[src/ctrl_pkg.sv]
`default_nettype none

package ctrl_pkg;

    // Controller phases
    typedef enum logic [3:0] {
        INIT       = 4'd0,
        LOAD_W     = 4'd1,   // Memory to GB, weights
        LOAD_ACT   = 4'd2,   // Memory to GB, eight activation rows
        BCAST_W    = 4'd3,   // GB to PEs, weights
        STREAM_ACT = 4'd4,   // GB to PEs, first full run
        STEP_COL   = 4'd5,   // One new column
        SHIFT      = 4'd6,
        PSUM       = 4'd7,   // Wait, then PE to GB
        REFILL_ROW = 4'd8,   // Replace oldest GB row
        WRITEBACK  = 4'd9,   // GB to memory, results
        FINISHED   = 4'd10
    } phase_e;

    // Bit 0 right half, bit 1 lower half
    typedef logic [1:0] block_t;

    // Weight transfer index
    // flat is the GB offset, rc the position inside the 8x8 block
    typedef union packed {
        logic [5:0] flat;
        struct packed {
            logic [2:0] row;
            logic [2:0] col;
        } rc;
    } w_idx_u;

    typedef logic [7:0] cnt8_t;
    typedef logic [3:0] pos4_t;   // Row or column, 0 to 12

endpackage

`default_nettype wire

[src/transfer_counters.sv]
`timescale 1ns/10ps
`default_nettype none

module transfer_counters #(
    parameter int PSUM_WAIT = 12
) (
    input  logic             clk,
    input  logic             rst,
    input  ctrl_pkg::phase_e phase,
    input  logic             done_mem,
    input  logic             done_gb,
    input  logic             write_pe_to_gb,
    output ctrl_pkg::w_idx_u w_idx,
    output ctrl_pkg::cnt8_t  act_gb_cnt,
    output ctrl_pkg::cnt8_t  psum_cnt,
    output ctrl_pkg::cnt8_t  result_cnt,
    output ctrl_pkg::pos4_t  w_pe_cnt,
    output ctrl_pkg::pos4_t  act_pe_cnt,
    output logic [4:0]       wait_cnt
);

    logic act_load;

    // Full load and row refill share the activation counter
    assign act_load = (phase == ctrl_pkg::LOAD_ACT) || (phase == ctrl_pkg::REFILL_ROW);

    always_ff @(posedge clk) begin
        if (rst) begin
            w_idx      <= '0;
            act_gb_cnt <= '0;
            w_pe_cnt   <= '0;
            act_pe_cnt <= '0;
            wait_cnt   <= '0;
            psum_cnt   <= '0;
            result_cnt <= '0;
        end else begin
            // Memory to GB
            if (phase == ctrl_pkg::LOAD_W) begin
                if (done_mem) w_idx.flat <= w_idx.flat + 6'd1;
            end else begin
                w_idx <= '0;
            end

            if (act_load) begin
                if (done_mem) act_gb_cnt <= act_gb_cnt + 8'd1;
            end else begin
                act_gb_cnt <= '0;
            end

            // GB to PEs
            if (phase == ctrl_pkg::BCAST_W) begin
                if (done_gb) w_pe_cnt <= w_pe_cnt + 4'd1;
            end else begin
                w_pe_cnt <= '0;
            end

            if (phase == ctrl_pkg::STREAM_ACT) begin
                if (done_gb) act_pe_cnt <= act_pe_cnt + 4'd1;
            end else begin
                act_pe_cnt <= '0;
            end

            // Psum wait, holds at the limit during the write
            if (phase == ctrl_pkg::PSUM) begin
                if (wait_cnt < 5'(PSUM_WAIT)) wait_cnt <= wait_cnt + 5'd1;
            end else begin
                wait_cnt <= '0;
            end

            // Psum slot, kept across rows and columns of one block
            if (phase == ctrl_pkg::LOAD_W)
                psum_cnt <= '0;
            else if (phase == ctrl_pkg::PSUM && write_pe_to_gb && done_gb)
                psum_cnt <= psum_cnt + 8'd1;

            if (phase == ctrl_pkg::WRITEBACK && done_mem)
                result_cnt <= result_cnt + 8'd1;
        end
    end

    // The sequencer must leave LOAD_W on the 64th pulse
    a_w_idx_nowrap: assert property (@(posedge clk) disable iff (rst)
        (phase == ctrl_pkg::LOAD_W && done_mem && w_idx.flat == 6'd63) |=>
        phase == ctrl_pkg::LOAD_ACT);

endmodule

`default_nettype wire

[config.mk]
export PLATFORM = sky130hd
export DESIGN_NAME = transfer_counters
export DESIGN_NICKNAME = d
export VERILOG_FILES = /design/src/ctrl_pkg.sv /design/src/transfer_counters.sv
export SDC_FILE = /design/constraint.sdc
export NUM_CORES = 1
export LEC_CHECK = 0
export ABC_AREA = 0
export BUFFER_PORTS_ARGS = -buffer_cell sky130_fd_sc_hd__buf_2
export CORE_ASPECT_RATIO = 1.25
export CORE_UTILIZATION = 25
export CTS_BUF_LIST = sky130_fd_sc_hd__clkbuf_4 sky130_fd_sc_hd__clkbuf_8
export CTS_CLUSTER_DIAMETER = 80
export CTS_CLUSTER_SIZE = 12
export DETAILED_ROUTE_END_ITERATION = 7
export PLACE_DENSITY = 0.43
export SLEW_MARGIN = 15
export SYNTH_ARGS = -nofsm -noshare
export SYNTH_HDL_FRONTEND = slang
export SYNTH_SLANG_ARGS = --single-unit
[constraint.sdc]
create_clock -name clk -period 1.87 [get_ports clk]
set_clock_uncertainty 0.1 [all_clocks]
set_input_delay 0.2805 -clock clk [delete_from_list [all_inputs] [get_ports clk]]
set_output_delay 0.2805 -clock clk [all_outputs]
set_load 0.01 [all_outputs]
==> results.cfg <==
[outcome]
status = complete, no violations

[global_route]
grt.met3_usage = 0.0342
grt.busiest_layer = met2
met1_usage = 0.143
gr-usage-all-layers = 0.117
use_met2 = 0.193
grt_pass1_wl_um = 7510
grt_start_max_net_pins = 15
antenna_found_initial = 0
grt_pass1_vias = 1592
globalRouteOverflowTotal = 0

[timing]
timing.final.crit_share = 0.849
worst_pin_slew_ns = 0.384
final_max_slew_viol_count = 0
finalHoldViolations = 0
setup_violations = 0
fmax_mhz = 630
fin_tns_setup_ns = 0
maxSlewHeadroom = 0.742
rsz0062_at_grt = no
fin_crit_ns = 1.59
fin_ws_ns = 0.283

[die]
row_count = 36
io_pins = 52
die_h_um = 102
die-area_um2 = 8310
initial_utilization = 0.256
core_um2 = 7750
chipWidth_um = 81.7

[layout]
fin_nets = 287
area_delta_synth_final_pct = 24.4
diodes = 0
instances_no_fill = 367
drive_gt1_frac = 0.254

[placement]
dpl.hpwl_um = 3460
place_congestion = 0.725
port_buffers = 51
dp.cells = 359
pre_cts_slack_ns = 0.216

[worst_hold_path]
hp-class = in -> reg
min_delay_path_depth = 3

[detailed_routing]
drtAntennaViolNets = 0
dr.first_iter.drc_count = 42
drcViolationCount = 0
finalWirelength_um = 4710
vias = 1775
vias_per_cell = 4.84
routedWlPerCell_um = 12.8
drtPass1Iterations = 4

[synthesis]
ys_warn_count = 0
ys_seq_area_frac = 0.433
ys_ff_latch = 43
synth_edf_count = 0
ys.flop_type = dfxtp_1
ys_types = 34
syn_nets = 231
syn_avg_cell_area_um2 = 9.24
syn_inst = 215
syn_area_um2 = 1990
async_flop_share = 0

[clock_tree]
cts_resized = 0
cts.sinks = 43
cts_made_buffers = 5
h-tree-depth = 2
clk_pin_slew_ns = 0.09
clock_tree.root_cell = clkbuf_8
clk_latency_ns = 0.30
cts_setup_buffers = 0
hold_buffers = 0
clock_path_buffers = 2
cts_tree = built

[critical_path]
worstPathArrival_ns = 1.72
startpoint_type = register
required_ns = 2.01
worstPathMaxFanout = 7
worstSetupPathType = reg -> reg
ff2ff_path_depth = 4
endpoint_kind = register

[run]
max_cap_violations = 0

[power]
p_per_area_nw_per_um2 = 703
p_leak_uw = 0.000981
ir_drop_mv = 0.259
==> metal layers <==
layer,wire (µm),part of all wire
met1,2040,0.43
met2,2340,0.50
met3,254,0.054
met4,66,0.014
met5,0,0
==> stage by stage <==
step                hold WS, ns  cell area (µm²)   util  power, µW
floorplan                 0.363             1990      -        995
finish                    0.227             2470  0.319       1740
global placement          0.360             2360  0.305       1020
global route              0.254             2470  0.319       1810
detailed placement        0.367             2360  0.305       1020
CTS                       0.218             2470  0.319       1790
==> layout make-up <==
| type | instances | area, µm² |
|---|---|---|
| clock buffer | 5 | 68.8 |
| clock inverter | 3 | 43.8 |
| fill | 849 | 5280 |
| inverter | 4 | 15.0 |
| multi-input combinational | 161 | 1070 |
| sequential | 43 | 861 |
| tap | 95 | 119 |
| timing repair buffer | 56 | 293 |
==> critical path, stage by stage, from the launching register on <==
cell and delay, ns:
dfxtp_1 0.44, ha_1 0.25, nand2_1 0.08, or4_1 0.50, a21oi_1 0.15
==> registers in the layout, summed over array words and instances, names as in the netlist <==
| name | cells |
|---|---|
| act_gb_cnt | 8 |
| act_pe_cnt | 4 |
| psum_cnt | 8 |
| result_cnt | 8 |
| w_idx | 6 |
| w_pe_cnt | 4 |
| wait_cnt | 5 |
==> path summary, 6_finish.rpt <==
check / startpoint / end / slack [ns]
max: result_cnt[0] / result_cnt[6] / 0.28
max reg2reg: result_cnt[0] / result_cnt[6] / 0.28
min: done_mem / result_cnt[1] / 0.23
min reg2reg: act_gb_cnt[7] / act_gb_cnt[7] / 0.38
==> cells in the final DEF (no fill, tap or decap), types with 5 or more instances in the layout <==
| cell | instances |
|---|---|
| or4_1 | 10 |
| nand4_1 | 10 |
| dfxtp_1 | 43 |
| nor2_1 | 25 |
| buf_2 | 51 |
| mux2i_1 | 6 |
| clkbuf_8 | 5 |
| xor2_1 | 11 |
| nand3_1 | 8 |
| buf_4 | 5 |
| ha_1 | 7 |
| o31ai_1 | 10 |
| o21ai_0 | 8 |
| or3_1 | 7 |
| a21oi_1 | 20 |
| xnor2_1 | 5 |
| nand2_1 | 11 |
==> cell usage after synthesis, types with 2 or more instances <==
| library cell | count | share of area |
|---|---|---|
| a21oi_1 | 20 | 0.050 |
| buf_2 | 4 | 0.010 |
| buf_4 | 2 | 0.0076 |
| dfxtp_1 | 43 | 0.43 |
| ha_1 | 7 | 0.044 |
| inv_1 | 4 | 0.0076 |
| mux2i_1 | 6 | 0.030 |
| nand2_1 | 11 | 0.021 |
| nand2b_1 | 2 | 0.0063 |
| nand3_1 | 8 | 0.020 |
| nand3b_1 | 4 | 0.015 |
| nand4_1 | 10 | 0.031 |
| nand4_2 | 2 | 0.013 |
| nor2_1 | 25 | 0.047 |
| nor2b_1 | 2 | 0.0063 |
| nor3_1 | 2 | 0.0050 |
| o21ai_0 | 8 | 0.020 |
| o31ai_1 | 10 | 0.038 |
| or3_1 | 7 | 0.022 |
| or4_1 | 10 | 0.038 |
| xnor2_1 | 5 | 0.022 |
| xor2_1 | 11 | 0.048 |
==> logic make-up after synthesis <==
| logic type | synth area share |
|---|---|
| and+or+nand+nor | 0.276 |
| DFF | 0.433 |
| AOI/OAI and AO/OA | 0.113 |
| xor gates and xnor gates | 0.0705 |
| buffers and inverters | 0.0271 |
| muxes | 0.0359 |
| adders and majority gates | 0.0441 |
==> report_power, final <==
group          internal [µW]  switching (µW)  total (µW)
clock network            398             339         737
logic                   31.7            49.9        81.6
registers                917            3.30         920
total                   1350             392        1740
Power figures use the tool's default switching activity.
