$ cat src/conv_geom_pkg.sv
`default_nettype none

package conv_geom_pkg;

    //////////////////////////////////////////////////
    // Layer geometry
    //////////////////////////////////////////////////
    localparam int ACT_DIM  = 28;  // Activation map side
    localparam int FILT_DIM = 16;  // Full filter side
    localparam int BLK_DIM  = 8;   // One weight block side
    localparam int OUT_DIM  = 13;  // Partial-sum map side
    localparam int NUM_PE   = 8;   // PEs in the row

    // GB holds eight activation rows at a time
    localparam int GB_ACT_DEPTH = 224;

    // Activation columns fetched per row of a block
    localparam int ACT_LOAD_COLS = 20;
    localparam int NUM_BLOCKS    = 4;   // 2x2 split of the filter

    //////////////////////////////////////////////////
    // Region bases
    //////////////////////////////////////////////////
    localparam int MEM_ACT_BASE  = 0;
    localparam int MEM_W_BASE    = 800;   // 16x16 filter, row major
    localparam int MEM_PSUM_BASE = 1100;  // 13x13 result

    localparam int GB_ACT_BASE  = 0;
    localparam int GB_W_BASE    = 224;  // One 8x8 block
    localparam int GB_PSUM_BASE = 288;

    // Transfers per phase
    localparam int W_XFERS      = BLK_DIM * BLK_DIM;        // 64
    localparam int ACT_XFERS    = ACT_LOAD_COLS * BLK_DIM;  // 160
    localparam int RESULT_XFERS = OUT_DIM * OUT_DIM;        // 169

endpackage

`default_nettype wire

$ cat src/ctrl_pkg.sv
`default_nettype none

package ctrl_pkg;

    // Controller phases
    typedef enum logic [3:0] {
        INIT       = 4'd0,
        LOAD_W     = 4'd1,   // Memory to GB, weights
        LOAD_ACT   = 4'd2,   // Memory to GB, eight activation rows
        BCAST_W    = 4'd3,   // GB to PEs, weights
        STREAM_ACT = 4'd4,   // GB to PEs, first full run
        STEP_COL   = 4'd5,   // One new column
        SHIFT      = 4'd6,
        PSUM       = 4'd7,   // Wait, then PE to GB
        REFILL_ROW = 4'd8,   // Replace oldest GB row
        WRITEBACK  = 4'd9,   // GB to memory, results
        FINISHED   = 4'd10
    } phase_e;

    // Bit 0 right half, bit 1 lower half
    typedef logic [1:0] block_t;

    // Weight transfer index
    // flat is the GB offset, rc the position inside the 8x8 block
    typedef union packed {
        logic [5:0] flat;
        struct packed {
            logic [2:0] row;
            logic [2:0] col;
        } rc;
    } w_idx_u;

    typedef logic [7:0] cnt8_t;
    typedef logic [3:0] pos4_t;   // Row or column, 0 to 12

endpackage

`default_nettype wire

$ cat src/conv_sequencer.sv
`timescale 1ns/10ps
`default_nettype none

module conv_sequencer #(
    parameter int PSUM_WAIT = 12
) (
    input  logic             clk,
    input  logic             rst,
    input  logic             done_mem,
    input  logic             done_gb,
    input  ctrl_pkg::w_idx_u w_idx,
    input  ctrl_pkg::cnt8_t  act_gb_cnt,
    input  ctrl_pkg::pos4_t  w_pe_cnt,
    input  ctrl_pkg::pos4_t  act_pe_cnt,
    input  ctrl_pkg::cnt8_t  psum_cnt,
    input  logic [4:0]       wait_cnt,
    input  ctrl_pkg::cnt8_t  result_cnt,
    output ctrl_pkg::phase_e phase,
    output ctrl_pkg::block_t block,
    output ctrl_pkg::pos4_t  row,
    output ctrl_pkg::pos4_t  col,
    output logic             init,
    output logic             read_mem,
    output logic             write_mem,
    output logic             read_gb,
    output logic             write_pe_to_gb,
    output logic             write_mem_to_gb,
    output logic             finished
);

    localparam int LAST_POS = conv_geom_pkg::OUT_DIM - 1;

    logic psum_wait_over;
    logic psum_done;

    assign psum_wait_over = (wait_cnt >= 5'(PSUM_WAIT));
    assign psum_done      = (phase == ctrl_pkg::PSUM) && psum_wait_over && done_gb;

    //////////////////////////////////////////////////
    // Phase progression
    //////////////////////////////////////////////////
    always_ff @(posedge clk) begin
        if (rst) begin
            phase <= ctrl_pkg::INIT;
            block <= '0;
            row   <= '0;
            col   <= '0;
        end else begin
            case (phase)
                ctrl_pkg::INIT: phase <= ctrl_pkg::LOAD_W;
                ctrl_pkg::LOAD_W: begin
                    row <= '0;   // New block starts at the top
                    if (done_mem && w_idx.flat == 6'(conv_geom_pkg::W_XFERS - 1))
                        phase <= ctrl_pkg::LOAD_ACT;
                end
                ctrl_pkg::LOAD_ACT: begin
                    if (done_mem && act_gb_cnt == 8'(conv_geom_pkg::ACT_XFERS - 1))
                        phase <= ctrl_pkg::BCAST_W;
                end
                ctrl_pkg::BCAST_W: begin
                    if (done_gb && w_pe_cnt == 4'(conv_geom_pkg::NUM_PE - 1))
                        phase <= ctrl_pkg::STREAM_ACT;
                end
                ctrl_pkg::STREAM_ACT: begin
                    col <= '0;
                    if (done_gb && act_pe_cnt == 4'(conv_geom_pkg::NUM_PE - 1))
                        phase <= ctrl_pkg::SHIFT;
                end
                ctrl_pkg::STEP_COL: if (done_gb) phase <= ctrl_pkg::SHIFT;
                ctrl_pkg::SHIFT:    phase <= ctrl_pkg::PSUM;
                ctrl_pkg::PSUM: begin
                    if (psum_done) begin
                        if (col < 4'(LAST_POS)) begin
                            col   <= col + 4'd1;
                            phase <= ctrl_pkg::STEP_COL;
                        end else if (row < 4'(LAST_POS)) begin
                            phase <= ctrl_pkg::REFILL_ROW;
                        end else if (block < 2'(conv_geom_pkg::NUM_BLOCKS - 1)) begin
                            block <= block + 2'd1;
                            phase <= ctrl_pkg::LOAD_W;
                        end else begin
                            phase <= ctrl_pkg::WRITEBACK;
                        end
                    end
                end
                ctrl_pkg::REFILL_ROW: begin
                    if (done_mem && act_gb_cnt == 8'(conv_geom_pkg::ACT_LOAD_COLS - 1)) begin
                        row   <= row + 4'd1;
                        phase <= ctrl_pkg::STREAM_ACT;
                    end
                end
                ctrl_pkg::WRITEBACK: begin
                    if (done_mem && result_cnt == 8'(conv_geom_pkg::RESULT_XFERS - 1))
                        phase <= ctrl_pkg::FINISHED;
                end
                default: phase <= ctrl_pkg::FINISHED;   // Stays here
            endcase
        end
    end

    // Strobes
    assign init            = (phase == ctrl_pkg::INIT);
    assign read_mem        = (phase == ctrl_pkg::LOAD_W) || (phase == ctrl_pkg::LOAD_ACT) ||
                             (phase == ctrl_pkg::REFILL_ROW);
    assign write_mem_to_gb = read_mem;   // Every memory read lands in the GB
    assign write_mem       = (phase == ctrl_pkg::WRITEBACK);
    assign read_gb         = (phase == ctrl_pkg::BCAST_W) || (phase == ctrl_pkg::STREAM_ACT) ||
                             (phase == ctrl_pkg::STEP_COL) || (phase == ctrl_pkg::WRITEBACK) ||
                             ((phase == ctrl_pkg::PSUM) && !psum_wait_over);
    assign write_pe_to_gb  = (phase == ctrl_pkg::PSUM) && psum_wait_over;
    assign finished        = (phase == ctrl_pkg::FINISHED);

    //////////////////////////////////////////////////
    // Checks
    //////////////////////////////////////////////////
    a_gb_port_excl: assert property (@(posedge clk) disable iff (rst)
        !(write_pe_to_gb && read_gb));

    a_block_in_psum: assert property (@(posedge clk) disable iff (rst)
        $changed(block) |-> $past(phase) == ctrl_pkg::PSUM);

    // Last psum write of a block hits the last result slot
    a_psum_count: assert property (@(posedge clk) disable iff (rst)
        (psum_done && col == 4'(LAST_POS) && row == 4'(LAST_POS)) |->
        psum_cnt == 8'(conv_geom_pkg::RESULT_XFERS - 1));

endmodule

`default_nettype wire

$ cat config.mk
export PLATFORM = sky130hd
export DESIGN_NAME = conv_sequencer
export DESIGN_NICKNAME = d
export VERILOG_FILES = /design/src/conv_geom_pkg.sv /design/src/ctrl_pkg.sv /design/src/conv_sequencer.sv
export SDC_FILE = /design/constraint.sdc
export NUM_CORES = 1
export LEC_CHECK = 0
export BUFFER_PORTS_ARGS = -buffer_cell sky130_fd_sc_hd__clkbuf_2
export CAP_MARGIN = 20
export CORE_MARGIN = 2
export CORE_UTILIZATION = 43
export DETAILED_ROUTE_END_ITERATION = 10
export PLACE_DENSITY = 0.77
export SYNTH_ARGS = -nofsm -noshare
export SYNTH_HDL_FRONTEND = slang
export SYNTH_SLANG_ARGS = --single-unit
$ cat constraint.sdc
create_clock -name clk -period 2.6 [get_ports clk]
set_clock_uncertainty 0.2 [all_clocks]
set_input_delay 0.39 -clock clk [delete_from_list [all_inputs] [get_ports clk]]
set_output_delay 0.39 -clock clk [all_outputs]
set_load 0.01 [all_outputs]
==> results by group <==
Cells and area
  – Antenna diodes: 0
  – Layout cell share with drive strength beyond 1: 0.405
  – Synth-to-Final Area Change: 27.9%
  – Final nets: 236

CTS
  – Post-CTS Hold Buffers: 0
  – Post-cts gate resize count: 0
  – CTS Sinks: 14
  – H-tree levels: 1
  – Clk slew on worst S/H paths: 0.08 ns
  – Clk Latency, worst-skew pair: 0.28 ns
  – Longest Clk Path Bufs: 2
  – Number of buffers created by CTS: 3
  – CTS tree: yes
  – Root Buffer: clkbuf_4
  – Post-CTS Setup Bufs: 0

Timing
  – TNS Setup: 0 ns
  – Worst Max-Slew Pin Slew: 0.638 ns
  – RSZ-0062 raised after global routing: no
  – Fin. max-slew vios: 0
  – Final WS setup: 0.181 ns
  – Final setup viols: 0
  – Fin crit share: 0.930
  – Hold Vio Cnt, Final: 0
  – FMAX: 413 MHz
  – Clock period minus worst slack: 2.42 ns
  – Slew margin rel.: 0.574

Global routing
  – Vias in the first global route: 1120
  – Total gr overflow: 0
  – First-pass GRT wire length: 4630 um
  – Largest net degree at the start of global routing: 19
  – GRT Util Overall: 0.210
  – Initial antenna violation count: 0

Synth
  – Library cells used by synthesis: 54
  – Post-synth EDFFs: 0
  – Synth warnings: 0
  – Synth area leader: dfxtp_1
  – Syn_nets: 181
  – Syn Std Cell Area: 1120 um2
  – Syn Inst Count: 131
  – Most used DFF post-synth: dfxtp_1
  – Syn_area_per_cell: 8.57 um2
  – Sequential area share after synthesis: 0.250
  – Synth area leaders: dfxtp_1, nor2_1, nor4b_2, mux2i_1, ha_1
  – Fraction of registers with async set/reset: 0
  – Top cell type's share of synthesized area: 0.250
  – #FFs+latches synth: 14

Critical path
  – Nature of the critical path endpoint: primary output
  – Crit-path max FO: 17
  – Critical Path AT: 1.83 ns
  – Req. time, crit path: 2.01 ns
  – Startpoint Class: flip-flop
  – Worst setup path class: reg2out

Floorplanning
  – Core box area: 2480 um2
  – Core Rows: 18
  – Die height: 55.1 um
  – Full die area: 3030 um2
  – Initial Util: 0.453
  – Ports: 68
  – Die X: 55.1 um

Pwr
  – Overall Power: 0.884 mW
  – Max rail drop VDD: 0.000483 V
  – PD cells: 616 nW/um2
  – LEAKAGE: 0.649 nW

Detailed routing
  – DR iter-0 viols: 23
  – Routed via count: 1199
  – Met1 WL: 1220 um
  – Top sig layer: met4
  – Vias per cell: 5.58
  – 1st-pass router iterations: 4
  – Metal3 WL: 229 um
  – Antenna Nets Post-Route: 0
  – # DRC: 0
  – Drt total wl: 2940 um
  – Routed wire per std cell: 13.7 um
  – Met2 wire len: 1470 um

Run status
  – Outcome: finished, final reports clean

Run
  – Max Cap Violations: 0

Placed design
  – HPWL after DPL: 2340 um
  – Dpl ws: 0.362 ns
  – Buffers on Ports: 57
  – GP Congestion: 0.847

Worst hold path
  – Worst min path class: reg2reg
metal layers:
| layer | global-route usage | vias to the layer above |
|---|---|---|
| met4 | 0.0813 | 0 |
| met1 | 0.236 | 547 |
| met3 | 0.0242 | 2 |
| li1 | - | 602 |
| met2 | 0.397 | 48 |
| met5 | 0 | - |
report_power, final:
part | switching (mW) | leakage, nW | internal [mW] | total (mW)
logic | 0.221 | 0.514 | 0.211 | 0.432
clock network | 0.0713 | 0.0210 | 0.0852 | 0.157
registers | 0.0642 | 0.113 | 0.231 | 0.295
total | 0.356 | 0.649 | 0.527 | 0.884
cell usage after synthesis (2+ instances only):
| library cell | n |
|---|---|
| nor3_1 | 6 |
| a21o_1 | 2 |
| nor4b_2 | 3 |
| inv_1 | 5 |
| a211oi_1 | 2 |
| dfxtp_1 | 14 |
| xnor2_1 | 2 |
| nand2b_1 | 4 |
| mux2i_1 | 4 |
| nand3_1 | 3 |
| a21oi_1 | 7 |
| buf_4 | 4 |
| o22ai_1 | 2 |
| nand4_1 | 3 |
| clkbuf_1 | 2 |
| buf_6 | 2 |
| nand2_1 | 5 |
| nor2_1 | 15 |
| xor2_1 | 3 |
| o21ai_1 | 2 |
| and4b_1 | 3 |
| nand4b_1 | 3 |
| nor4bb_1 | 2 |
| ha_1 | 3 |
placed cells by master, fill, tap and decap left out, types with 4 or more instances in the layout:
cell type,netlist,layout
nor2_1,15,15
a21oi_1,7,7
inv_1,5,5
nor3_1,6,6
dfxtp_1,14,14
nand2b_1,4,4
clkbuf_2,0,57
nand2_1,5,5
mux2i_1,4,4
kinds of logic after synthesis:
| family | synth area share |
|---|---|
| multiplexers | 0.0490 |
| AO/OA/AOI/OAI | 0.211 |
| adder cells (fa/ha/maj) | 0.0334 |
| buffers and inverters | 0.0814 |
| XOR/XNOR | 0.0390 |
| AND/OR/NAND/NOR | 0.337 |
| flip-flops | 0.250 |
final cells by class:
| cell class | count | area [um2] |
|---|---|---|
| Clock buffer | 4 | 36.3 |
| Timing Repair Buffer | 60 | 308 |
| Sequential cell | 14 | 280 |
| Tap cell | 30 | 37.5 |
| Multi-Input combinational cell | 101 | 751 |
| Fill cell | 236 | 1040 |
| Inverter | 6 | 22.5 |
critical path, stage by stage, from the launching register on:
cell and delay, ns:
dfxtp_1 0.69, buf_4 0.25, nand4b_1 0.20, nor2_1 0.25, clkbuf_2 0.17
flip-flops by register name (all words and copies together), names as in the netlist:
| register | flops |
|---|---|
| col | 4 |
| block | 2 |
| phase | 4 |
| row | 4 |
worst paths after layout:
path	from	endpoint	depth (start not counted)	slack, ns
setup / recovery	phase[1]$_SDFFE_PP0P_	write_pe_to_gb	4	0.18
hold reg to reg	row[1]$_SDFFE_PP0P_	row[1]$_SDFFE_PP0P_	2	0.31
setup reg to reg	phase[2]$_SDFFE_PP0P_	phase[0]$_SDFFE_PP0P_	5	0.35
hold / removal	row[1]$_SDFFE_PP0P_	row[1]$_SDFFE_PP0P_	2	0.31
stage by stage:
stage	std cells	cell area (um2)	hold slack [ns]	util
global placement	211	1400	0.284	0.565
detailed placement	211	1400	0.300	0.565
CTS	215	1440	0.312	0.579
global route	215	1440	0.324	0.579
floorplan	131	1120	0.304	-
finish	215	1440	0.313	0.579
Note: power is estimated with default switching activity, not from simulation.
